[config.mk]
export PLATFORM = sky130hd
export DESIGN_NAME = instr_exec
export DESIGN_NICKNAME = d
export VERILOG_FILES = /design/src/cpu_pkg.sv /design/src/instr_exec.sv
export SDC_FILE = /design/constraint.sdc
export NUM_CORES = 2
export LEC_CHECK = 0
export BUFFER_PORTS_ARGS = -buffer_cell sky130_fd_sc_hd__buf_2
export CORE_AREA = 2 2 334 336
export CTS_BUF_LIST = sky130_fd_sc_hd__clkbuf_8
export CTS_CLUSTER_SIZE = 20
export DETAILED_ROUTE_END_ITERATION = 10
export DIE_AREA = 0 0 336 338
export GPL_ROUTABILITY_DRIVEN = 1
export PLACE_DENSITY_LB_ADDON = 0.05
export SLEW_MARGIN = 0
export SYNTH_ARGS = -nofsm -noshare
export SYNTH_HDL_FRONTEND = slang
export SYNTH_SLANG_ARGS = --single-unit
export TNS_END_PERCENT = 5
[constraint.sdc]
create_clock -name clk -period 9.49 [get_ports clk]
set_input_delay 0.949 -clock clk [delete_from_list [all_inputs] [get_ports clk]]
set_output_delay 0.949 -clock clk [all_outputs]
set_load 0.02 [all_outputs]
[src/cpu_pkg.sv]
`default_nettype none

package cpu_pkg;

typedef logic [31:0] uint32_t;
typedef logic [63:0] uint64_t;
typedef logic [4:0]  reg_addr_t;

// primary opcode, bits 31:26
typedef enum logic [5:0] {
	op_special = 6'h00,
	op_beq     = 6'h04,
	op_bne     = 6'h05,
	op_addiu   = 6'h09,
	op_lui     = 6'h0f,
	op_lw      = 6'h23,
	op_sw      = 6'h2b
} opcode_t;

// function field of special, bits 5:0
typedef enum logic [5:0] {
	fn_mfhi  = 6'h10,
	fn_mflo  = 6'h12,
	fn_multu = 6'h19,
	fn_addu  = 6'h21,
	fn_subu  = 6'h23,
	fn_and   = 6'h24,
	fn_or    = 6'h25,
	fn_slt   = 6'h2a
} funct_t;

typedef enum logic [3:0] {
	alu_none,
	alu_add,
	alu_sub,
	alu_and,
	alu_or,
	alu_slt,
	alu_lui,
	alu_mfhi,
	alu_mflo
} alu_op_t;

endpackage

`default_nettype wire
[src/instr_exec.sv]
`timescale 1ns/1ps
`default_nettype none

module instr_exec(
	input  logic             clk,
	input  logic             rst,
	input  logic             stall,
	input  cpu_pkg::uint32_t pc,
	input  cpu_pkg::uint32_t rs_value,
	input  cpu_pkg::uint32_t rt_value,
	input  cpu_pkg::uint32_t imm,
	input  cpu_pkg::alu_op_t alu_op,
	input  logic             use_imm,
	input  logic             branch_eq,
	input  logic             branch_ne,
	input  logic             is_multu,
	input  cpu_pkg::uint32_t branch_offset,
	output cpu_pkg::uint32_t alu_result,
	output cpu_pkg::uint32_t store_data,
	output logic             branch_taken,
	output cpu_pkg::uint32_t branch_target,
	input  cpu_pkg::uint64_t hilo_rdata,
	output logic             hilo_we,
	output cpu_pkg::uint64_t hilo_wdata
);

import cpu_pkg::*;

uint32_t operand_b;
uint64_t product;
uint64_t last_product;
logic    last_valid;
uint64_t hilo_value;

assign operand_b = use_imm ? imm : rt_value;
assign product   = {32'b0, rs_value} * {32'b0, rt_value};

// multu leaves EX and lands in HI/LO at the same edge
assign hilo_we    = is_multu && !stall;
assign hilo_wdata = product;

// copy of the product for the instruction right behind multu
always_ff @(posedge clk) begin
	if(rst)
		last_valid <= 1'b0;
	else if(!stall)
		last_valid <= is_multu;
end

always_ff @(posedge clk) begin
	if(is_multu && !stall)
		last_product <= product;
end

assign hilo_value = last_valid ? last_product : hilo_rdata;

always_comb begin
	case(alu_op)
		alu_add:  alu_result = rs_value + operand_b;
		alu_sub:  alu_result = rs_value - operand_b;
		alu_and:  alu_result = rs_value & operand_b;
		alu_or:   alu_result = rs_value | operand_b;
		alu_slt:  alu_result = {31'b0, $signed(rs_value) < $signed(operand_b)};
		alu_lui:  alu_result = {imm[15:0], 16'b0};
		alu_mfhi: alu_result = hilo_value[63:32];
		alu_mflo: alu_result = hilo_value[31:0];
		default:  alu_result = '0;
	endcase
end

assign store_data = rt_value;

// target is relative to the delay slot
assign branch_taken  = (branch_eq && rs_value == rt_value) || (branch_ne && rs_value != rt_value);
assign branch_target = pc + 32'd4 + branch_offset;

endmodule

`default_nettype wire

# [Yosys cells after proc, flatten, opt, wreduce, memory -nomap -nowiden]
# Index checks and enable logic that the tools add are counted.
[word_totals] inputBits=235 ff_bits=65
[classes] eq_ne=10 addsub=4 multipliers=1 reduce_logical=5 bitwise=2 muxes=3 n_lt_le_gt_ge=1
[ops] op="one-hot mux 32 bit (8 select lines)" n=1
[ops] op="adder 32 bit" n=2
[ops] op="multiplier 32 x 32 -> 64 bit" n=1
[ops] op="two-way mux 64 bit" n=1
[ops] op="adder 32 x 3 -> 32 bit, second input constant" n=1
[ops] op="bitwise AND 32 bit" n=1
[ops] op="== test 32 bit" n=1
[ops] op="less-than comparator 32 bit" n=1
[ops] op="two-way mux 32 bit" n=1
[ops] op="!= test 32 bit" n=1
[ops] op="bitwise OR 32 bit" n=1
[ops] op="subtractor 32 bit" n=1
[ops] op="== test 4 x 3 -> 1 bit, second input constant" n=4
[ops] op="== test 4 x 2 -> 1 bit, second input constant" n=2
[ops] op="== test 4 x 1 -> 1 bit, second input constant" n=1
[ops] op="== test 4 bit, second input constant" n=1
[ops] op="logical AND 1 bit" n=3
[ops] op="logical NOT 1 bit" n=1
[ops] op="logical OR 1 bit" n=1

# [Longest topological paths before layout]
[logic_depth] depth_word=3 ltp_mapped=28

# [Least setup slack after synthesis]
# Ideal clock, no wire load.
[synth_path] path_kind="input to output" start="in rs_value[25]" end="out hilo_wdata[60]" cell_stages=25 t_arrival_ns=8.046 setup_slack_ns=0.495 required_time_ns=8.541 cell_sequence="clkbuf_1 -> and2_1 -> fa_1 -> fa_1 -> inv_1 -> fa_1 -> fa_1 -> inv_1 -> fa_1 -> fa_1 -> fa_1 -> inv_1 -> fa_1 -> inv_1 -> ha_1 -> clkbuf_1 -> and4_1 -> a221oi_1 -> o21ai_1 -> a221o_1 -> a31o_1 -> a311oi_1 -> o31a_1 -> o211ai_1 -> xor2_1"
[synth_via] elab_chain_len=1
[synth_lines] item="from (decl)" line_no="instr_exec.sv:9" source="input cpu_pkg::uint32_t rs_value,"
[synth_lines] item="multiplier 32 x 32 -> 64 bit" line_no="instr_exec.sv:36" source="assign product = {32'b0, rs_value} * {32'b0, rt_value};"
[synth_lines] item="to (decl)" line_no="instr_exec.sv:24" source="output cpu_pkg::uint64_t hilo_wdata"
# No other way between the ends.

# [Worst setup path after layout]
[layout_path] start="in rs_value[6]" end="out hilo_wdata[61]"
# The elaborated chain is that of the path after synthesis.

==> summary.txt <==
Finish
  • Synth-to-layout area growth: 15.99%
  • Most common cell after layout, fill and taps aside: inv_1
  • Fraction of final layout cells sized beyond drive strength 1: 16.94%
  • Filler cells: 11020
  • Most frequent cells in the layout: 994 x inv_1, 897 x fa_1, 614 x and2_1
  • Final nets: 7040

Place
  • Post-DP HPWL: 145.3 mm
  • Count of buffers from port buffering: 396
  • RD Place Congestion: 0.9696

Hold path
  • Min-delay worst type: flop to flop

Setup path
  • Critical Path Source Type: input port
  • CP required: 8.54 ns
  • Max stage delay cell, worst path: fa_1
  • Worst EP arrival: 8.41 ns
  • Worst path max stage delay: 0.64 ns
  • Cell repeated most along the worst path: fa_1
  • Crit Path Max Fanout: 7
  • Top delay family on crit path: adder cells
  • Critical path endpoint category: primary output
  • Worst setup path class: input port to primary output
  • Critical path buffers and inverters: 7

Yosys
  • Asr flop ratio synth: 0%
  • Post-Syn Instances: 4911
  • Largest family of logic cells by synthesized area: adder cells
  • Total number of yosys warnings: 0
  • Synth Area in Compound Gates: 9.559%
  • Register area share after synthesis: 4.446%
  • Multiplexer area fraction after synthesis: 2.274%
  • EDFF count, synth: 64
  • Area share of and/or/nand/nor cells after synthesis: 16.31%
  • Flop and latch count out of synthesis: 65
  • Post-Synth XOR/XNOR Area: 1.825%
  • Average size of a mapped cell: 8.894 um2
  • Adder-cell share of the synthesized area: 54.15%
  • Share of the synthesized area in the top cell type: 41.20%
  • Synth area leaders: fa_1 41%, ha_1 13%, and2_1 8.8%
  • Distinct cells, synth: 84
  • Syn_nets: 6497
  • Synthesized cell area: 0.04368 mm2
  • Yosys top cell by area: fa_1
  • Top FF cell, synth: edfxtp_1

Route
  • Post-DRT Antenna Nets: 0
  • WL final: 168.2 mm
  • Via-to-Cell Ratio: 5.205
  • First DRT Iteration DRCs: 2489
  • First drt pass iteration count: 5
  • DR WL/cell: 24.16 um
  • DRC Markers: 0
  • Via count: 36240

Die
  • Initial cell density of the core: 39.69%
  • IO Pins: 397
  • Die Area: 0.1136 mm2
  • Die X: 336 um
  • # rows: 122
  • Die H: 338 um
  • CORE AREA: 0.1101 mm2

Clocking
  • CTS tree: done
  • CTS buffer count: 9
  • Bufs on Longest Clock Path: 2
  • Root Buffer: clkbuf_8
  • Clock-pin slew on the worst setup and hold paths: 0.10 ns
  • Clk sinks: 65
  • Clk_lat worst skew: 0.41 ns
  • H-Tree Depth: 3

STA
  • Worst hold margin: 0.6713 ns
  • Final period util: 98.62%
  • Max Fclk: 0.1069 GHz
  • Slew Viols, Final: 0
  • Final Hold Viols: 0
  • Clk_skew: 0 ns
  • Worst Max-Slew Pin Slew: 1.025 ns
  • RSZ-0062 raised after global routing: yes
  • Min cycle time layout: 9.359 ns
  • Relative slew slack: 29.69%
  • Final Setup Violations: 0

Run
  • Max-cap violations: 0

Global route
  • Vias in the first global route: 38110
  • Largest net degree at the start of global routing: 67
  • Initial antenna violation count: 26
  • Overall routing resource usage: 29.91%
  • GRT Residual Overflow: 0
  • First-pass GRT wire length: 249.9 mm

Run status
  • Outcome: finished clean
==> worst paths after layout <==
| path | endpoint | slack [ns] | startpoint | cells after the start |
|---|---|---|---|---|
| worst max-delay path | hilo_wdata[61] | 0.13 | rs_value[6] | 25 |
| worst min register to register | last_valid$_SDFFE_PP0N_ | 0.67 | last_valid$_SDFFE_PP0N_ | 2 |
| worst min-delay path | last_valid$_SDFFE_PP0N_ | 0.67 | last_valid$_SDFFE_PP0N_ | 2 |
| worst max register to register | last_valid$_SDFFE_PP0N_ | 8.67 | last_valid$_SDFFE_PP0N_ | 2 |
==> through the flow <==
step           instances  setup slack, ns  setup TNS, ns  utilization [%]  instance area [um2]
6_report            6962           0.1313              0            46.03                50660
3_3_place_gp        6924          -0.4419         -3.866            45.31                49870
5_1_grt             6956          -0.1331        -0.6076            46.02                50650
3_5_place_dp        6924          -0.4380         -3.326            45.31                49870
2_1_floorplan       4911           0.4954              0                -                43680
4_1_cts             6944         0.009306              0            45.70                50290
==> per-layer routing <==
metal	up-vias	routed length [um]	GRT usage, %
met3	185	8463	3.158
met4	4	4945	7.757
li1	16290	-	-
met1	18760	71760	40.01
met5	-	21	0
met2	997	82990	51.71
==> Yosys cell counts, types with 5 or more instances <==
master,count
fa_1,899
o21ai_0,79
a2111oi_0,5
a221oi_1,9
buf_4,32
clkbuf_1,259
o2111ai_1,6
a21o_1,63
xnor2_1,58
xor2_1,33
or3_1,9
edfxtp_1,64
a221o_1,12
o21a_1,22
a31oi_1,14
and3_1,10
nand3_1,33
ha_1,452
nand2_1,486
and2_1,614
o21ai_1,32
o22ai_1,45
o211ai_1,27
buf_1,10
a21oi_1,172
mux2i_1,97
a211oi_1,32
nor3_1,29
nand2b_1,17
o31ai_1,11
or2_2,5
inv_1,994
o21bai_1,37
nand4_1,25
nor2b_1,22
nor2_1,93
nor4_1,15
==> state kept, by name, summed over array words and instances, names as in the netlist <==
| register | flops |
|---|---|
| last_product | 64 |
| last_valid | 1 |
==> logic make-up (layout without fill, tap and decap cells) <==
logic type      after synthesis  in the layout
other cells                   0             15
buf+inv                    1298           1846
mux                          99             99
compound gates              630            630
flops                        65             65
fa+ha+maj                  1351           1351
simple gates               1377           1377
xor+xnor                     91             91
==> cell type report <==
cell class / count / area (um2) / share of cell area, %
repair buffers: 835 / 5821 / 11.49
inverters: 995 / 3735 / 7.372
clock buffers: 9 / 123.9 / 0.2445
diodes: 15 / 37.54 / 0.07409
multi-input cells: 3548 / 37030 / 73.09
well taps: 1488 / 1862 / 3.675
flip-flops and latches: 65 / 1946 / 3.840
clock inverters: 7 / 107.6 / 0.2124
==> repair_timing <==
item,CTS,global route
endpoints found under the setup margin,18,18
hold buffers,0,0
pin swaps,7,12
gates cloned,0,2
gates resized for setup,43,68
buffers inserted,4,1
==> tightest hold or removal path: cells and delay by family (launching register included) <==
family	cells	cell delay, ns
simple gates	1	0.04
compound gates	1	0.15
flops	1	0.45
Power is not shown: default switching activity piles up to over one toggle a cycle in this logic, so the estimate is an artifact.
