## src/cpu_pkg.sv

```systemverilog
`default_nettype none

package cpu_pkg;

typedef logic [31:0] uint32_t;
typedef logic [63:0] uint64_t;
typedef logic [4:0]  reg_addr_t;

// primary opcode, bits 31:26
typedef enum logic [5:0] {
	op_special = 6'h00,
	op_beq     = 6'h04,
	op_bne     = 6'h05,
	op_addiu   = 6'h09,
	op_lui     = 6'h0f,
	op_lw      = 6'h23,
	op_sw      = 6'h2b
} opcode_t;

// function field of special, bits 5:0
typedef enum logic [5:0] {
	fn_mfhi  = 6'h10,
	fn_mflo  = 6'h12,
	fn_multu = 6'h19,
	fn_addu  = 6'h21,
	fn_subu  = 6'h23,
	fn_and   = 6'h24,
	fn_or    = 6'h25,
	fn_slt   = 6'h2a
} funct_t;

typedef enum logic [3:0] {
	alu_none,
	alu_add,
	alu_sub,
	alu_and,
	alu_or,
	alu_slt,
	alu_lui,
	alu_mfhi,
	alu_mflo
} alu_op_t;

endpackage

`default_nettype wire
```

## src/hilo.sv

```systemverilog
`timescale 1ns/1ps
`default_nettype none

module hilo(
	input  logic             clk,
	input  logic             rst,
	input  logic             we,
	input  cpu_pkg::uint64_t wdata,
	output cpu_pkg::uint64_t rdata
);

// {hi, lo}
always_ff @(posedge clk) begin
	if(rst)
		rdata <= '0;
	else if(we)
		rdata <= wdata;
end

endmodule

`default_nettype wire

```

## config.mk

```make
export PLATFORM = sky130hd
export DESIGN_NAME = hilo
export DESIGN_NICKNAME = d
export VERILOG_FILES = /design/src/cpu_pkg.sv /design/src/hilo.sv
export SDC_FILE = /design/constraint.sdc
export NUM_CORES = 1
export LEC_CHECK = 0
export BUFFER_PORTS_ARGS = -buffer_cell sky130_fd_sc_hd__buf_2
export CAP_MARGIN = 20
export CORE_MARGIN = 3
export CORE_UTILIZATION = 39
export CTS_CLUSTER_DIAMETER = 150
export DETAILED_ROUTE_END_ITERATION = 10
export GPL_TIMING_DRIVEN = 0
export PLACE_DENSITY_LB_ADDON = 0.2
export SYNTH_ARGS = -nofsm -noshare
export SYNTH_HDL_FRONTEND = slang
export SYNTH_SLANG_ARGS = --single-unit
```

## constraint.sdc

```tcl
create_clock -name clk -period 0.8 [get_ports clk]
set_input_delay 0.16 -clock clk [delete_from_list [all_inputs] [get_ports clk]]
set_output_delay 0.16 -clock clk [all_outputs]
set_load 0.02 [all_outputs]
```

Word level (Yosys, flattened, before mapping)
Cells that the tools add are included.
{"block": "word_totals", "regBits": 64, "input_bits": 67, "wordCells": 1}

Longest topological paths before layout
Gate-level depths: netlist of run 1.
{"block": "logic_depth", "word_depth": 0, "mapped_depth": 4, "ltp_nobuf": 2}

Worst setup path before layout of run 1
Ideal clock, no wire load.
{"block": "synth_path", "path_type": "input to register", "from": "in we", "to": "reg rdata[10]", "setup_ns": 0.128, "arrival_time_ns": 0.686, "t_required_ns": 0.672, "setup_slack_ns": -0.014, "path_stages": 4, "cell_sequence": "buf_6 > buf_8 > mux2i_1 > nor2_1"}
{"element": "from (decl)", "line_no": "hilo.sv:7", "text": "input logic we,"}
{"element": "to (signal assigned)", "line_no": "hilo.sv:17", "text": "rdata <= wdata;"}
{"element": "to (decl)", "line_no": "hilo.sv:9", "text": "output cpu_pkg::uint64_t rdata"}

Worst setup path in the final report of run 1
{"block": "layout_path", "from": "reg rdata[45]", "to": "out rdata[45]"}
No word-level cell between the ends.

==> results of run 1 <==
-- stage by stage --
step | setup TNS, ns | power, mW
final | -8.146 | 7.185
after global routing | -10.96 | 7.551
after CTS | -9.554 | 7.253
after detailed placement | -11.29 | 4.610
after global placement | -11.30 | 4.590
after floorplan | 0 | 4.195
-- kinds of logic (layout without fill, tap and decap cells) --
family	Yosys count	in the layout	share of synthesized area [%]
buffers and inverters	14	163	5.625
flip-flops	64	64	55.93
multiplexers	64	64	27.96
AND/OR/NAND/NOR	64	64	10.49
-- power breakdown --
group | internal, mW | leakage [nW] | switching, mW
clock network | 1.19 | 0.0899 | 1.14
registers | 3.42 | 0.551 | 0.130
logic | 0.708 | 1.23 | 0.599
total | 5.32 | 1.87 | 1.87
-- what timing repair did --
item / 4_1_cts / 5_1_grt
resized for setup: 192 / 1
setup endpoints to repair: 64 / 65
buffers inserted: 1 / 5
-- worst min-delay path: cells and delay by family --
kind	cells	cell delay [ns]
buffers and inverters	1	0.07
muxes	1	0.06
and+or+nand+nor	1	0.07
-- per-layer routing --
| layer | vias to the layer above | GRT usage [%] | part of all wire [%] | wire [um] |
|---|---|---|---|---|
| li1 | 967 | - | - | - |
| met1 | 867 | 18.91 | 40 | 2185 |
| met2 | 67 | 27.24 | 53 | 2885 |
| met3 | 8 | 5.206 | 5.8 | 318 |
| met4 | 0 | 8.170 | 1.5 | 80 |
| met5 | - | 0 | 0 | 0 |
-- final cells by class --
type / count / share of cell area (%)
buffer: 14 / 3.573
clock buffer: 12 / 3.910
clock inverter: 4 / 0.5393
multi-input combinational: 128 / 23.73
sequential: 64 / 36.67
tap: 72 / 2.427
timing repair buffer: 133 / 29.15
-- synthesized netlist by cell type (all sizes together) --
library cell,number
dfxtp,64
buf,13
nor2,64
mux2i,64
clkbuf,1
-- worst min path at each step --
stage / endpoint / from / depth (start not counted) / slack (ns)
2_1_floorplan: rdata[10] / wdata[10] / 2 / 0.31
3_3_place_gp: rdata[30] / wdata[30] / 3 / 0.39
3_5_place_dp: rdata[28] / wdata[28] / 3 / 0.40
4_1_cts: rdata[21] / wdata[21] / 3 / 0.05
5_1_grt: rdata[48] / wdata[48] / 3 / 0.06
6_report: rdata[53] / wdata[53] / 3 / 0.07
-- layout by cell type, fill, tap and decap left out, drive strengths merged --
cell type / synthesis / routed
clkbuf: 1 / 13
dfxtp: 64 / 64
nor2: 64 / 64
clkinv: 0 / 4
buf: 13 / 146
mux2i: 64 / 64
==> qor.yml, run 1 <==
status: "finished, violations left"
violations: "setup timing"
antenna_cells: 0
hp-class: "in2reg"
io_pins: 131
grt_pass1_wl_um: 8404
crit_slowest_cell: "dfxtp_2"
start_kind: "flip-flop"
dieArea_um2: 6830
vias: 1909
clock-sinks: 64
irDropWorstVdd_mv: 1.140
path_depth: 1
fillCellCount: 466
max_stage_delay_ns: 0.34
reg2regPathDepth: 3
overflow: 0
worstSetupStartpoint: "rdata[45]"
seq_area_frac_synth_pct: 55.93
yosys_warnings: 0
finClkSkew_ns: 0
worst_pin_slew_ns: 0.4363
largestRegisters: "rdata (64)"
synth_fp_nets: 273
die_h_um: 82.65
die_w_um: 82.65
drtPass1Iterations: 4
seq_area_um2: 1361
dp_hpwl_um: 3821
gp_congestion: 0.6639
grt_pass1_vias: 1818
place_ws_ns: -0.2210
synth_area_per_cell_um2: 11.12
r2r-end: "rdata[17]"
finalSetupViolations: 64
max_freq_mhz: 1064
slew_headroom_pct: 70.91
hold_violations: 0
period_needed_ns: 0.9399
drt_iter0_markers: 44
cts_buffers: 9
crit_fanout: 2
min_period_over_period_pct: 117.5
drc: 0
setup_slack_ns: -0.1399
cts_tree: "done"
multiInputGateArea_um2: 880.8
cp-endpoint: "rdata[45]"
finalCoreUtilization_pct: 66.20
arrival_ns: 0.78
synth_area_leader_cell: "dfxtp_1"
cts_buffer_depth: 2
port_buffers: 128
antenna_found_initial: 0
ys_types: 7
ys_ff_latch: 64
htree_levels: 3
crit_path_end_kind: "output port"
critPathKind: "reg2out"
worstPathRequired_ns: 0.64
crit_chain: "buf_6"
finalMaxSlewViolations: 0
layoutNonFillerInstCount: 427
yosys-top-cells-area: "dfxtp_1 56%, mux2i_1 28%, nor2_1 10%"
nets: 417
fin_area_um2: 3712
critPathTopFamily: "flip-flops"
worst-path-buf-inv: 1
core_um2: 5608
total_leakage_power_nw: 1.869
synthesis.area_um2: 2291
wl_per_cell_um: 12.81
drive_above_1_share_pct: 61.69
timing.max_cap.violations: 0
start_util_pct: 40.85
top_register: "rdata"
synth_cells: 206
clock_latency_ns: 0.32
hold_slack_ns: 0.06972
dp_cells: 406
grt_max_degree: 11
clkTransAtPathRegs_ns: 0.07
grt.total_usage_pct: 16.39
powerDensity_nw_per_um2: 1935
row_count: 27
place_area_um2: 3025
rsz0062_at_grt: "yes"
syn_to_final_growth_pct: 62.04
r2r_slack_ns: 0.04
wl_um: 5468
final_antenna_net_count: 0
ctsHoldBuffers: 0
synth_top_cell_area_share_pct: 55.93
root_buffer: "clkbuf_8"
r2r_start: "rdata[17]"
vias_per_cell: 4.471
largest_reg_flops: 64
Power figures use the tool's default switching activity.
==> run 2, diff against run 1 <==
- ABC_CLOCK_PERIOD_IN_PS: not set -> 800
- CORE_UTILIZATION: 39 -> 41
- CTS_BUF_LIST: not set -> sky130_fd_sc_hd__clkbuf_2 sky130_fd_sc_hd__clkbuf_4 sky130_fd_sc_hd__clkbuf_8
==> run 2 against run 1 <==
The flow still finishes with violations (setup timing). Highest routed layer unchanged. Largest power group unchanged. Sequential power is essentially flat. First-iteration DRC count shrank 30%. Largest cell class unchanged. Total power grew 6.9%. Clock skew is the same.
==> qor.yml, run 2 (synthesis gave the netlist of run 1 again) <==
r2r_start: "rdata[33]"
ctsHoldBuffers: 0  # unchanged
grt_pass1_vias: 1958  # +7.7%
hp-class: "in2reg"
vias: 1927  # +0.94%
dp_cells: 404  # -0.49%
status: "finished, violations left"
min_period_over_period_pct: 118.7  # +1.2 points
worstPathRequired_ns: 0.64  # about the same
start_util_pct: 43.47  # +2.6 points
drive_above_1_share_pct: 62.82  # +1.1 points
core_um2: 5270  # -6.0%
cts_tree: "done"
p_sw_share_pct: 24.45  # -1.6 points
p_int_mw: 5.801  # +9.1%
port_buffers: 128  # unchanged
row_count: 26  # -3.7%
crit_slowest_cell: "dfxtp_2"
worst_pin_slew_ns: 0.4344  # -0.001958 ns
crit_fanout: 2  # unchanged
worstSetupStartpoint: "rdata[62]"
layout_common_cells: "65 x buf_6, 64 x nor2_1, 64 x buf_2, 64 x dfxtp_2, 62 x mux2i_1"
wl_um: 5560  # +1.7%
finClkSkew_ns: 0  # unchanged
hold_slack_ns: 0.06630  # -0.003427 ns
nets: 417  # unchanged
io_pins: 131  # unchanged
drc: 0  # unchanged
crit_path_end_kind: "output port"
largest_reg_flops: 64  # unchanged
grt_pass1_wl_um: 8590  # +2.2%
final_antenna_net_count: 0  # unchanged
start_kind: "flip-flop"
overflow: 0  # unchanged
power_frac_seq_pct: 46.2  # -3.2 points
top_register: "rdata"
dp_hpwl_um: 3782  # -1.0%
finalCoreUtilization_pct: 71.32  # +5.1 points
total_leakage_power_nw: 1.885  # +0.85%
worst-path-buf-inv: 1  # unchanged
root_buffer: "clkbuf_8"
grt_max_degree: 11  # unchanged
r2r-end: "rdata[33]"
wl_per_cell_um: 13.08  # +2.2%
max_freq_mhz: 1053  # -0.99%
hold_violations: 0  # unchanged
rsz0062_at_grt: "yes"
layoutNonFillerInstCount: 425  # -0.47%
grt.total_usage_pct: 17.33  # +0.94 points
dieArea_um2: 6521  # -4.5%
drt_iter0_markers: 31  # -30%
clock_latency_ns: 0.32  # about the same
critPathTopFamily: "flip-flops"
powerDensity_nw_per_um2: 2043  # +5.6%
combPwrFrac_pct: 17.2  # -1.0 points
cts_buffer_depth: 2  # unchanged
arrival_ns: 0.79  # about the same
timing.max_cap.violations: 0  # unchanged
slew_headroom_pct: 71.04  # +0.13 points
critPathKind: "reg2out"
gp_congestion: 0.7020  # +5.7%
finalMaxSlewViolations: 0  # unchanged
clkTransAtPathRegs_ns: 0.07  # about the same
clock-sinks: 64  # unchanged
period_needed_ns: 0.9493  # +0.009368 ns
setup_slack_ns: -0.1493  # -0.009368 ns
p_switching_mw: 1.878  # +0.48%
final_common_cell: "buf_6"
fillCellCount: 386  # -17%
htree_levels: 3  # unchanged
r2r_slack_ns: 0.02  # -0.02 ns
die_h_um: 80.75  # -2.3%
cts_buffers: 9  # unchanged
pwr-share-clk_pct: 36.6  # +4.2 points
reg2regPathDepth: 3  # unchanged
finalSetupViolations: 64  # unchanged
antenna_cells: 0  # unchanged
irDropWorstVdd_mv: 1.132  # -0.69%
violations: "setup timing"
vias_per_cell: 4.534  # +1.4%
syn_to_final_growth_pct: 64.06
crit_chain: "buf_6"
final.setup.tns_ns: -8.546  # -0.4003 ns
cp-endpoint: "rdata[62]"
path_depth: 1  # unchanged
max_stage_delay_ns: 0.34  # about the same
largestRegisters: "rdata (64)"
antenna_found_initial: 0  # unchanged
drtPass1Iterations: 4  # unchanged
die_w_um: 80.75  # -2.3%
-- run 2: how the worst min path moves through the flow --
stage / start / end / slack (ns) / depth (start not counted)
2_1_floorplan: wdata[10] / rdata[10] / 0.31 / 2
3_3_place_gp: wdata[7] / rdata[7] / 0.39 / 3
3_5_place_dp: wdata[49] / rdata[49] / 0.40 / 3
4_1_cts: wdata[49] / rdata[49] / 0.05 / 3
5_1_grt: wdata[53] / rdata[53] / 0.06 / 3
6_report: wdata[49] / rdata[49] / 0.07 / 3
-- run 2: layer usage --
metal | global-route usage [%] | part of all wire (%)
met1 | 18.50 | 39
met2 | 28.89 | 48
met3 | 6.763 | 11
met4 | 10.47 | 2.4
met5 | 0 | 0
-- run 2: through the flow --
stage / worst slack, ns / total power, mW / cell area, um2
after CTS: -0.1674 / 7.750 / 3725
after floorplan: 0.007860 / 4.195 / 2295
after global placement: -0.2000 / 4.589 / 3023
final: -0.1493 / 7.679 / 3759
after detailed placement: -0.2313 / 4.612 / 3023
after global routing: -0.1961 / 8.011 / 3759
-- run 2: final cells by class --
| cell class | count | area (um2) | share of cell area, % |
|---|---|---|---|
| Sequential cell | 64 | 1361 | 36.22 |
| Timing Repair Buffer | 133 | 1082 | 28.80 |
| Multi-Input combinational cell | 128 | 888.4 | 23.64 |
| Clock buffer | 13 | 166.4 | 4.427 |
| Buffer | 14 | 132.6 | 3.529 |
| Tap cell | 70 | 87.58 | 2.330 |
| Clock inverter | 3 | 40.04 | 1.065 |
-- run 2: timing repair --
item,CTS,global route
endpoints found under the setup margin,64,65
buffers inserted,2,3
resized for setup,192,3
-- run 2: power by group through the flow --
stage / clock (mW) / combinational, mW / sequential, mW
floorplan: 0 / 0.424 / 3.77
global placement: 0 / 1.06 / 3.53
detailed placement: 0 / 1.08 / 3.53
CTS: 2.90 / 1.31 / 3.55
global route: 3.02 / 1.42 / 3.57
finish: 2.81 / 1.32 / 3.55
