**config.mk**
```make
export PLATFORM = sky130hd
export DESIGN_NAME = decode_and_issue
export DESIGN_NICKNAME = d
export VERILOG_FILES = /design/src/cpu_pkg.sv /design/src/decode_and_issue.sv
export SDC_FILE = /design/constraint.sdc
export NUM_CORES = 1
export LEC_CHECK = 0
export ABC_AREA = 0
export BUFFER_PORTS_ARGS = -buffer_cell sky130_fd_sc_hd__buf_2
export CORE_AREA = 2 2 129 131
export DETAILED_ROUTE_END_ITERATION = 12
export DIE_AREA = 0 0 131 133
export PLACE_DENSITY = 0.48
export REMOVE_ABC_BUFFERS = 1
export SLEW_MARGIN = 20
export SYNTH_ARGS = -nofsm -noshare
export SYNTH_HDL_FRONTEND = slang
export SYNTH_SLANG_ARGS = --single-unit
export TNS_END_PERCENT = 100
```
**constraint.sdc**
```tcl
create_clock -name vclk -period 2.4
set_input_delay 0.24 -clock vclk [all_inputs]
set_output_delay 0.24 -clock vclk [all_outputs]
set_load 0.02 [all_outputs]
```
**src/cpu_pkg.sv**
```systemverilog
`default_nettype none

package cpu_pkg;

typedef logic [31:0] uint32_t;
typedef logic [63:0] uint64_t;
typedef logic [4:0]  reg_addr_t;

// primary opcode, bits 31:26
typedef enum logic [5:0] {
	op_special = 6'h00,
	op_beq     = 6'h04,
	op_bne     = 6'h05,
	op_addiu   = 6'h09,
	op_lui     = 6'h0f,
	op_lw      = 6'h23,
	op_sw      = 6'h2b
} opcode_t;

// function field of special, bits 5:0
typedef enum logic [5:0] {
	fn_mfhi  = 6'h10,
	fn_mflo  = 6'h12,
	fn_multu = 6'h19,
	fn_addu  = 6'h21,
	fn_subu  = 6'h23,
	fn_and   = 6'h24,
	fn_or    = 6'h25,
	fn_slt   = 6'h2a
} funct_t;

typedef enum logic [3:0] {
	alu_none,
	alu_add,
	alu_sub,
	alu_and,
	alu_or,
	alu_slt,
	alu_lui,
	alu_mfhi,
	alu_mflo
} alu_op_t;

endpackage

`default_nettype wire
```
**src/decode_and_issue.sv**
```systemverilog
`timescale 1ns/1ps
`default_nettype none

module decode_and_issue(
	input  logic               clk,
	input  logic               rst,
	input  cpu_pkg::uint32_t   instr,
	output cpu_pkg::reg_addr_t rf_raddr1,
	output cpu_pkg::reg_addr_t rf_raddr2,
	input  cpu_pkg::uint32_t   rf_rdata1,
	input  cpu_pkg::uint32_t   rf_rdata2,
	input  cpu_pkg::reg_addr_t fwd_mem_rd,
	input  logic               fwd_mem_we,
	input  cpu_pkg::uint32_t   fwd_mem_data,
	input  logic               fwd_mem_load,
	input  cpu_pkg::reg_addr_t fwd_wb_rd,
	input  logic               fwd_wb_we,
	input  cpu_pkg::uint32_t   fwd_wb_data,
	output cpu_pkg::uint32_t   rs_value,
	output cpu_pkg::uint32_t   rt_value,
	output cpu_pkg::uint32_t   imm,
	output cpu_pkg::reg_addr_t dest,
	output cpu_pkg::alu_op_t   alu_op,
	output logic               use_imm,
	output logic               mem_read,
	output logic               mem_write,
	output logic               reg_write,
	output logic               branch_eq,
	output logic               branch_ne,
	output logic               is_multu,
	output cpu_pkg::uint32_t   branch_offset,
	output logic               load_use_stall
);

import cpu_pkg::*;

opcode_t   opcode;
funct_t    funct;
reg_addr_t rs;
reg_addr_t rt;
logic      uses_rs;
logic      uses_rt;

assign opcode    = opcode_t'(instr[31:26]);
assign funct     = funct_t'(instr[5:0]);
assign rs        = instr[25:21];
assign rt        = instr[20:16];
assign rf_raddr1 = rs;
assign rf_raddr2 = rt;

// instruction in EX is younger than the one in MEM
function automatic uint32_t pick_operand(input reg_addr_t addr, input uint32_t rf_value);
	if(addr == '0)
		return '0;
	if(fwd_mem_we && fwd_mem_rd == addr)
		return fwd_mem_data;
	if(fwd_wb_we && fwd_wb_rd == addr)
		return fwd_wb_data;
	return rf_value;
endfunction

always_comb begin
	rs_value = pick_operand(rs, rf_rdata1);
	rt_value = pick_operand(rt, rf_rdata2);
end

always_comb begin
	imm           = {{16{instr[15]}}, instr[15:0]};
	branch_offset = {{14{instr[15]}}, instr[15:0], 2'b00};
	dest          = rt;
	alu_op        = alu_none;
	use_imm       = 1'b0;
	mem_read      = 1'b0;
	mem_write     = 1'b0;
	branch_eq     = 1'b0;
	branch_ne     = 1'b0;
	is_multu      = 1'b0;
	uses_rs       = 1'b1;
	uses_rt       = 1'b0;
	case(opcode)
		op_special: begin
			dest    = instr[15:11];
			uses_rt = 1'b1;
			case(funct)
				fn_addu:  alu_op = alu_add;
				fn_subu:  alu_op = alu_sub;
				fn_and:   alu_op = alu_and;
				fn_or:    alu_op = alu_or;
				fn_slt:   alu_op = alu_slt;
				fn_mfhi:  alu_op = alu_mfhi;
				fn_mflo:  alu_op = alu_mflo;
				fn_multu: is_multu = 1'b1;
				default:  alu_op = alu_none;
			endcase
		end
		op_addiu: begin
			alu_op  = alu_add;
			use_imm = 1'b1;
		end
		op_lui: begin
			alu_op  = alu_lui;
			uses_rs = 1'b0;
		end
		op_lw: begin
			alu_op   = alu_add;
			use_imm  = 1'b1;
			mem_read = 1'b1;
		end
		op_sw: begin
			alu_op    = alu_add;
			use_imm   = 1'b1;
			mem_write = 1'b1;
			uses_rt   = 1'b1;
		end
		op_beq: begin
			branch_eq = 1'b1;
			uses_rt   = 1'b1;
		end
		op_bne: begin
			branch_ne = 1'b1;
			uses_rt   = 1'b1;
		end
		default: uses_rs = 1'b0;
	endcase
	// sw only computes an address and writes no register
	reg_write = (alu_op != alu_none) && !mem_write;
end

// a load in EX has no data yet
assign load_use_stall = fwd_mem_load && fwd_mem_we && fwd_mem_rd != '0
	&& ((uses_rs && fwd_mem_rd == rs) || (uses_rt && fwd_mem_rd == rt));

// one bubble later the load has moved on to MEM
load_use_resolves: assert property (@(posedge clk) disable iff (rst)
	load_use_stall |=> (load_use_stall || fwd_wb_rd == $past(fwd_mem_rd)));

endmodule

`default_nettype wire

```
# Yosys cells after proc, flatten, opt, wreduce, memory -nomap -nowiden

Index checks and enable logic that the tools add are counted.

Equality and inequality tests: 18
Multiplexer cells: 36
Reductions and logical operators: 20

Operator list:

| cell                                                                   | count |
|---|---|
| 32-bit two-way mux                                                     | 12 |
| 6-bit equality test (second input constant)                            | 7 |
| 4-bit one-hot mux with 7 select lines                                  | 1 |
| 1-bit two-way mux                                                      | 21 |
| 5-bit equality test                                                    | 4 |
| 6-bit by 5-bit equality test with 1-bit output (second input constant) | 3 |
| 6-bit by 3-bit equality test with 1-bit output (second input constant) | 2 |
| 6-bit by 4-bit equality test with 1-bit output (second input constant) | 2 |
| 4-bit one-hot mux with 3 select lines                                  | 1 |
| 1-bit logical AND                                                      | 10 |
| 5-bit zero test                                                        | 2 |
| 6-bit zero test                                                        | 1 |
| 6-bit OR reduction                                                     | 1 |
| 5-bit two-way mux                                                      | 1 |
| 5-bit nonzero test                                                     | 1 |
| 4-bit nonzero test                                                     | 1 |
| 4-bit OR reduction                                                     | 1 |
| 3-bit OR reduction                                                     | 1 |
| 1-bit zero test                                                        | 1 |
| 1-bit logical OR                                                       | 1 |

Register bits: 0
Input bits: 175
Output and inout port bits: 155
Logic and storage cells: 74

# Longest topological paths before layout

Gate-level depths: netlist of run 1.

Depth after elaboration: 9
Mapped depth: 7
Gate-level depth less buffers: 5

# Worst setup path after synthesis of run 1

Ideal clock, no wire load.

Path type: input -> output
Start point: input instr[24]
End point: output rs_value[0]
Data arrival time: 1.768 ns
Required time: 2.160 ns
Slack: 0.392 ns
Cell stages on the path: 6
Buffers on the path: 2
Cells stage by stage: xnor2_1 nand3_1 or4b_1 buf_6 buf_6 a211oi_1

Longest elaborated chain between the ends: 8
Elaborated cells between the ends (all ways): 16
Those cells by class: eq/ne: 2; mux: 11; reduce/logical: 3

Ends and longest elaborated chain:

| what                           | line                   | text |
|---|---|---|
| start, declared                | decode_and_issue.sv:7  | `input cpu_pkg::uint32_t instr,` |
| 5-bit equality test            | decode_and_issue.sv:57 | `if(fwd_wb_we && fwd_wb_rd == addr)` |
| 1-bit logical AND              | decode_and_issue.sv:57 |  |
| 1-bit two-way mux (2 in a row) | decode_and_issue.sv:57 |  |
| 1-bit two-way mux              | decode_and_issue.sv:55 | `if(fwd_mem_we && fwd_mem_rd == addr)` |
| 32-bit two-way mux             | decode_and_issue.sv:59 | `return rf_value;` |
| 32-bit two-way mux             | decode_and_issue.sv:57 |  |
| 32-bit two-way mux *           | decode_and_issue.sv:55 |  |
| end, declared                  | decode_and_issue.sv:19 | `output cpu_pkg::uint32_t rs_value,` |

Mark *: on every way between the ends. The rest lies on a longest branch, timed or not. The select of a mux whose other input is x is not followed.

# Worst setup path in the final report of run 1

Start point: input instr[21]
End point: output rs_value[7]

Same word-level chain as after synthesis.

==> key figures, run 1 <==
Status
  • Run status: completed

Detailed routing
  • Drt pass-1 iters: 4
  • Post-DRT Antenna Nets: 0
  • Routed vias: roughly 3,700
  • Routed WL: roughly 12 mm
  • Iter 0 DRT Violations: just over 80
  • DRC: 0
  • Routed WL per cell: roughly 15 um
  • Vias per cell: about 4.4

Cells and area
  • Final layout net count: slightly above 800
  • Fillcell total: about 1,800
  • Non-Filler Instances: ~850
  • Ant diodes: 0
  • Final core area utilization: about a quarter
  • Most frequent cells in the layout: 311 x buf_2, 76 x nor2_1, 64 x mux2i_1, 38 x a211oi_2, 27 x a211oi_1
  • Multi-input logic area: around 2200 um2
  • Post-route design area: between 4000 and 5000 um2
  • Share of cells above drive strength 1: approximately three fifths
  • Seq cells: 0
  • Register area: 0 um2
  • Clock buffers: 0
  • Commonest non-fill, non-tap cell in the layout: buf_2
  • Synth-to-Final Area Change: 42.2%

Global route
  • First-pass GRT wire length: about 18 mm
  • Vias in the first global route: approximately 3,400
  • Initial antenna violation count: 0
  • Grt total ovfl: 0
  • Gr usage total: 12.6%
  • Pin count of the biggest net entering global routing: 65

Yosys
  • Yosys cell types: 38
  • Synth Area in Compound Gates: between 20% and 30%
  • Synth Area in Adders: 0%
  • Largest family of logic cells by synthesized area: buffers and inverters
  • Post-synthesis mux area share: a little over a fifth
  • Synth Area per Inst: around 7.4 um2
  • Post-Syn Area: about 3000 um2
  • Yosys Warn Count: 0
  • Xor/xnor share of the synthesized area: ~6%
  • Synth Instances: about 400
  • Simple-gate share of the synthesized area: 19.9%
  • Post-synthesis sequential area ratio: 0%

Power and ir drop
  • Psw: around 0.46 mW
  • Design Power: between 0.7 and 0.8 mW
  • Max VDD drop: 67.2 uV
  • Net Sw Frac: between 50% and 60%
  • Clock power share: 0%
  • Seq pwr share: 0%
  • Comb pwr share: between 90% and 100%
  • PwrDens: between 150 and 200 nW/um2
  • Leakage Power: a little over 2 nW
  • Internal power: approximately 0.33 mW

Worst setup path
  • Worst path max stage delay: between 0.6 and 0.7 ns
  • Slowest CP cell: or4b_4
  • CP required: 2.16 ns
  • Critical path's most frequent cell: buf_2
  • CP top delay family: simple AND/OR/NAND/NOR gates
  • Worst-path cell chain: buf_2 > xnor2_1 > nand3_1 > or4b_4 > buf_4 > a211oi_2 > buf_2
  • Crit path kind: input pin to output port
  • Worst Setup End Kind: output port
  • WP buf/inv: 3
  • Crit path launch type: input pin
  • Critical path arrival: 1.98 ns
  • CP max FO: 11

Place
  • Area after DPL: about 4300 um2
  • GPL Wtd Cong: between 0.7 and 0.8
  • Worst slack, placed: 0.159 ns
  • Port Buffers: ~310
  • Hpwl dp: roughly 10 mm
  • Placed Instances: ~850

Timing
  • Max Slew Vio Count: 0
  • Final Setup Violations: 0
  • Final period util: between 90% and 100%
  • Final Hold Slack: around 0.48 ns
  • Rel. slew slack: slightly above 60%
  • Fmax: roughly 450 MHz
  • Final WS setup: approximately 0.18 ns
  • Final hold viol count: 0
  • Slew @ Worst Pin: between 0.5 and 0.6 ns
  • Setup TNS: 0 ns
  • RSZ-0062 raised after global routing: no
  • Post-route minimum period: 2.22 ns

Min path
  • Worst Hold Class: input pin to output port
  • Worst Hold End: imm[10]
  • Hold path depth: 0
  • Hold Startpoint: instr[10]

Flow run
  • Max-Cap Viols: 0

Die
  • # rows: 47
  • Die Ht: about 130 um
  • Total core area: 16,200 um2
  • Die footprint: roughly 17,000 um2
  • Die Wd: between 100 and 150 um
  • Starting density of the core: roughly a fifth
  • # IOs: 330

Clock network
  • Post-CTS Setup Bufs: 0
  • Post-cts sizing count: 0
  • Hold_buf cts: 0
## how the worst max path moves through the flow
stage | startpoint | to | slack [ns] | cells past startpoint
3_3_place_gp | instr[22] | rs_value[28] | 0.19 | 8
6_report | instr[21] | rs_value[7] | 0.18 | 7
3_5_place_dp | instr[21] | rs_value[7] | 0.16 | 7
5_1_grt | instr[22] | rs_value[28] | 0.08 | 8
4_1_cts | instr[21] | rs_value[7] | 0.16 | 7
2_1_floorplan | instr[23] | rs_value[0] | -0.82 | 3
## cells in the mapped netlist
cell      count  area share, %
o41ai_1       1           0.29
nor3_1        3           0.50
and3_1        3           0.62
a211oi_1     27            6.7
conb_1        1           0.12
or4_1         3           0.75
nand4b_1      1           0.29
clkbuf_1      7           0.87
nand3_1       7            1.2
or4b_1        1           0.33
nor2_1       78            9.7
o31ai_1       2           0.50
o21ai_0       2           0.33
buf_6         9            3.4
nand2_1      21            2.6
buf_2         7            1.2
a211oi_2     38             16
nor2b_1       2           0.42
nor3b_1       2           0.50
a31oi_1       3           0.62
a21oi_1       2           0.33
and3b_1       2           0.58
a21boi_0      1           0.25
and4b_1       2           0.67
and2_1        1           0.21
xnor2_1       6            1.7
o2111a_1      1           0.37
buf_4        75             19
nor4b_1       1           0.29
nand2b_1      1           0.21
buf_1         2           0.25
xor2_1       15            4.4
buf_12        3            2.0
nand4_1       2           0.42
a32o_1        1           0.33
inv_1         5           0.62
nor4_1        3           0.62
mux2i_1      64             21
## cells by family after synthesis
| group | Yosys count |
|---|---|
| simple gates | 133 |
| buf+inv | 108 |
| compound gates | 78 |
| mux | 64 |
| xor+xnor | 21 |
| other cells | 1 |
## final cells by class
type | count | share of cell area [%]
Inverter | 5 | 0.439
Tap cell | 220 | 6.43
Timing Repair Buffer | 326 | 41.1
Multi-Input combinational cell | 298 | 52.1
## layer usage
metal / GRT usage, % / wire [um] / part of all wire, %
met5: 0 / 0 / 0
met4: 0.768 / 70 / 0.56
met3: 1.98 / 1200 / 9.7
met2: 26.2 / 6560 / 53
met1: 13.3 / 4610 / 37
## power by group through the flow
stage                     Sequential, mW  Combinational (mW)  Clock (mW)
after floorplan                        0               0.339           0
after global placement                 0               0.799           0
after detailed placement               0               0.799           0
after CTS                              0               0.802           0
after global routing                   0               0.853           0
final                                  0               0.792           0
Note: power is estimated with default switching activity, not from simulation.
==> run 2: changes to the inputs <==
Settings changed: GPL_ROUTABILITY_DRIVEN from default to 1, RECOVER_POWER from default to 50.
==> key figures, run 2 (synthesized netlist as in run 1, its figures left out) <==
Global route
  • Pin count of the biggest net entering global routing: 65 (unchanged)
  • First-pass GRT wire length: 17.7 mm (unchanged)
  • Gr usage total: 12.6% (unchanged)
  • Initial antenna violation count: 0 (unchanged)
  • Grt total ovfl: 0 (unchanged)
  • Vias in the first global route: 3,356 (unchanged)

Min path
  • Worst Hold Class: input pin to output port

Timing
  • Rel. slew slack: 29.2% (-32 points)
  • Max Slew Vio Count: 0 (unchanged)
  • Final WS setup: 0.176 ns (-0.00342 ns)
  • RSZ-0062 raised after global routing: no
  • Slew @ Worst Pin: 1.06 ns (+0.486 ns)
  • Final hold viol count: 0 (unchanged)
  • Post-route minimum period: 2.22 ns (+0.00343 ns)
  • Final period util: 92.7% (+0.14 points)
  • Final Hold Slack: 0.480 ns (unchanged)
  • Setup TNS: 0 ns (unchanged)
  • Final Setup Violations: 0 (unchanged)
  • Fmax: 450 MHz (-0.15%)

Worst setup path
  • Critical path's most frequent cell: buf_2
  • Worst path max stage delay: 0.63 ns (about the same)
  • CP required: 2.16 ns (about the same)
  • WP buf/inv: 3 (unchanged)
  • Worst-path cell chain: buf_2 > xnor2_1 > nand3_1 > or4b_4 > buf_4 > a211oi_2 > buf_2
  • Crit path launch type: input pin
  • CP max FO: 11 (unchanged)
  • Slowest CP cell: or4b_4
  • Critical path arrival: 1.98 ns (about the same)
  • CP top delay family: simple AND/OR/NAND/NOR gates
  • Crit path kind: input pin to output port
  • Worst Setup End Kind: output port

Cells and area
  • Ant diodes: 0 (unchanged)
  • Commonest non-fill, non-tap cell in the layout: buf_2
  • Seq cells: 0 (unchanged)
  • Post-route design area: 4200 um2 (-1.9%)
  • Clock buffers: 0 (unchanged)
  • Synth-to-Final Area Change: 39.5%
  • Final layout net count: 806 (unchanged)
  • Fillcell total: 1,861 (+2.4%)
  • Most frequent cells in the layout: 246 x buf_2, 76 x nor2_1, 65 x clkbuf_1, 64 x mux2i_1, 38 x a211oi_2
  • Share of cells above drive strength 1: 48.5% (-10 points)
  • Non-Filler Instances: 849 (unchanged)
  • Register area: 0 um2 (unchanged)
  • Final core area utilization: 25.9% (-0.50 points)
  • Multi-input logic area: 2230 um2 (unchanged)

Detailed routing
  • DRC: 0 (unchanged)
  • Routed WL: 12.4 mm (-0.25%)
  • Vias per cell: 4.36 (-0.51%)
  • Post-DRT Antenna Nets: 0 (unchanged)
  • Iter 0 DRT Violations: 63 (-22%)
  • Routed vias: 3,704 (-0.51%)
  • Routed WL per cell: 14.6 um (-0.25%)
  • Drt pass-1 iters: 6 (+2)

Power and ir drop
  • Psw: 0.465 mW (+0.23%)
  • Net Sw Frac: 59.7% (+1.1 points)
  • Seq pwr share: 0% (unchanged)
  • PwrDens: 186 nW/um2 (+0.31%)
  • Leakage Power: 1.87 nW (-9.0%)
  • Design Power: 0.780 mW (-1.6%)
  • Max VDD drop: 68.6 uV (+2.1%)
  • Clock power share: 0% (unchanged)
  • Internal power: 0.315 mW (-4.2%)
  • Comb pwr share: 100.0% (about the same)

Status
  • Run status: completed

Clock network
  • Hold_buf cts: 0 (unchanged)
  • Post-cts sizing count: 0 (unchanged)
  • Post-CTS Setup Bufs: 0 (unchanged)

Place
  • Hpwl dp: 10.4 mm (unchanged)
  • Worst slack, placed: 0.159 ns (unchanged)
  • Placed Instances: 849 (unchanged)
  • GPL Wtd Cong: 0.769 (unchanged)
  • Area after DPL: 4280 um2 (unchanged)
  • Port Buffers: 311 (unchanged)

Die
  • # IOs: 330 (unchanged)
  • Total core area: 16,200 um2 (unchanged)
  • Die footprint: 17,400 um2 (unchanged)
  • Die Ht: 133 um (unchanged)
  • Starting density of the core: 18.6% (unchanged)
  • Die Wd: 131 um (unchanged)
  • # rows: 47 (unchanged)

Flow run
  • Max-Cap Viols: 0 (unchanged)
## run 2: path summary, 6_finish.rpt
path              slack [ns]  startpoint     endpoint  cells after the start
setup / recovery        0.18   instr[21]  rs_value[7]                      7
hold / removal          0.48   instr[10]      imm[10]                      0
## run 2: per-layer routing
layer | share of wire [%] | wire, um | GRT usage [%]
met1 | 37 | 4620 | 13.3
met2 | 53 | 6540 | 26.2
met3 | 9.5 | 1180 | 1.98
met4 | 0.56 | 70 | 0.768
met5 | 0 | 0 | 0
## run 2: area by class of cell
class              instances  area share, %
well taps                220           6.56
repair buffers           326           39.9
inverters                  5          0.447
multi-input cells        298           53.1
## run 2: power groups by stage
stage	sequential [mW]	clock, mW	combinational (mW)
2_1_floorplan	0	0	0.339
3_3_place_gp	0	0	0.799
3_5_place_dp	0	0	0.799
4_1_cts	0	0	0.802
5_1_grt	0	0	0.842
6_report	0	0	0.780
==> run 3: changes to the inputs <==
Settings changed: GPL_TIMING_DRIVEN from default to 0.
==> key figures, run 3 (synthesized netlist as in run 1, its figures left out) <==
Worst setup path
  • CP max FO: 56 (+45)
  • Crit path kind: input pin to output port
  • Crit path launch type: input pin
  • Critical path arrival: 1.99 ns (about the same)
  • Worst Setup End Kind: output port
  • CP required: 2.16 ns (about the same)

Die
  • # rows: 47 (unchanged)
  • Die Ht: 133 um (unchanged)
  • Die Wd: 131 um (unchanged)
  • # IOs: 330 (unchanged)
  • Starting density of the core: 18.6% (unchanged)
  • Total core area: 16,200 um2 (unchanged)
  • Die footprint: 17,400 um2 (unchanged)

Flow run
  • Max-Cap Viols: 0 (unchanged)

Timing
  • Final period util: 93.0% (+0.39 points)
  • Fmax: 448 MHz (-0.42%)
  • Post-route minimum period: 2.23 ns (+0.00942 ns)
  • RSZ-0062 raised after global routing: no
  • Rel. slew slack: 27.5% (-1.6 points)
  • Setup TNS: 0 ns (unchanged)
  • Final Hold Slack: 0.480 ns (-0.00000100 ns)
  • Final Setup Violations: 0 (unchanged)
  • Final hold viol count: 0 (unchanged)
  • Max Slew Vio Count: 0 (unchanged)
  • Slew @ Worst Pin: 1.09 ns (+0.0242 ns)

Detailed routing
  • Post-DRT Antenna Nets: 0 (unchanged)
  • Iter 0 DRT Violations: 57 (-9.5%)
  • Routed WL per cell: 15.0 um (+2.5%)
  • Drt pass-1 iters: 4 (-2)
  • Routed WL: 12.6 mm (+1.8%)
  • Routed vias: 3,707 (+0.081%)
  • DRC: 0 (unchanged)
  • Vias per cell: 4.40 (+0.79%)

Cells and area
  • Fillcell total: 1,849 (-0.64%)
  • Multi-input logic area: 2240 um2 (+0.67%)
  • Most frequent cells in the layout: 245 x buf_2, 76 x nor2_1, 65 x clkbuf_1, 64 x mux2i_1, 38 x a211oi_2
  • Synth-to-Final Area Change: 39.3%
  • Clock buffers: 0 (unchanged)
  • Seq cells: 0 (unchanged)
  • Final layout net count: 800 (-0.74%)
  • Commonest non-fill, non-tap cell in the layout: buf_2
  • Share of cells above drive strength 1: 48.0% (-0.50 points)
  • Register area: 0 um2 (unchanged)
  • Ant diodes: 0 (unchanged)

Power and ir drop
  • Max VDD drop: 67.5 uV (-1.6%)
  • PwrDens: 187 nW/um2 (+0.51%)
  • Leakage Power: 1.85 nW (-1.1%)

Min path
  • Worst Hold Class: input pin to output port

Status
  • Run status: completed

Global route
  • Gr usage total: 12.7% (+0.16 points)
  • Grt total ovfl: 0 (unchanged)
  • Vias in the first global route: 3,397 (+1.2%)
  • First-pass GRT wire length: 17.9 mm (+1.4%)
  • Pin count of the biggest net entering global routing: 61 (-6.2%)
  • Initial antenna violation count: 0 (unchanged)

Place
  • Hpwl dp: 10.5 mm (+0.80%)
  • GPL Wtd Cong: 0.768 (about the same)
  • Port Buffers: 311 (unchanged)
[run 3: changes by cell type in the layout (fill, tap and decap cells not counted), moves of 2 or more]
cell    change
buf_4       -5
buf_12      -3
buf_16      +3
and3_2      -2
and3_4      +2
[run 3: critical path: stages]
cell and delay (ns):
buf_2 0.16, xnor2_1 0.16, nand3_1 0.11, or4b_4 0.59, buf_16 0.23, a211oi_2 0.27
buf_4 0.19
[run 3: timing repair]
| action | CTS | global route |
|---|---|---|
| endpoints found under the setup margin | 40 | 31 |
| pin swaps | 1 | 3 |
| gates resized for setup | 3 | 0 |
| buffers inserted | 0 | 3 |
| endpoints found under the hold margin | 0 | 0 |
| hold buffers | 0 | 0 |
[run 3: worst paths after layout]
path	cells past startpoint	to	slack, ns	start
max	7	rs_value[28]	0.17	instr[21]
min	0	imm[10]	0.48	instr[10]
[run 3: layer usage]
layer | vias to the layer above | part of all wire, % | global-route usage [%]
li1 | 1819 | - | -
met1 | 1673 | 37 | 13.1
met2 | 213 | 54 | 27.1
met3 | 2 | 9.4 | 2.22
met4 | 0 | 0.20 | 0.355
met5 | - | 0 | 0
[run 3: final cells by class]
type | count | area share (%)
multi-input cells | 298 | 53.5
repair buffers | 320 | 39.5
well taps | 220 | 6.57
inverters | 5 | 0.448
[run 3: where the power goes]
group	total, mW	internal (mW)	switching (mW)
combinational	0.783	0.314	0.468
clock	0	0	0
sequential	0	0	0
[run 3: stage by stage]
stage / instances / cell area [um2] / power, mW / utilization [%] / setup WS [ns]
final: 843 / 4190 / 0.783 / 25.9 / 0.167
after CTS: 840 / 4240 / 0.801 / 26.2 / -0.0177
after detailed placement: 840 / 4230 / 0.797 / 26.1 / -0.183
after floorplan: 303 / 2220 / 0.339 / - / -0.821
after global placement: 834 / 4050 / 0.788 / 25.1 / -1.89
after global routing: 843 / 4190 / 0.842 / 25.9 / 0.0364
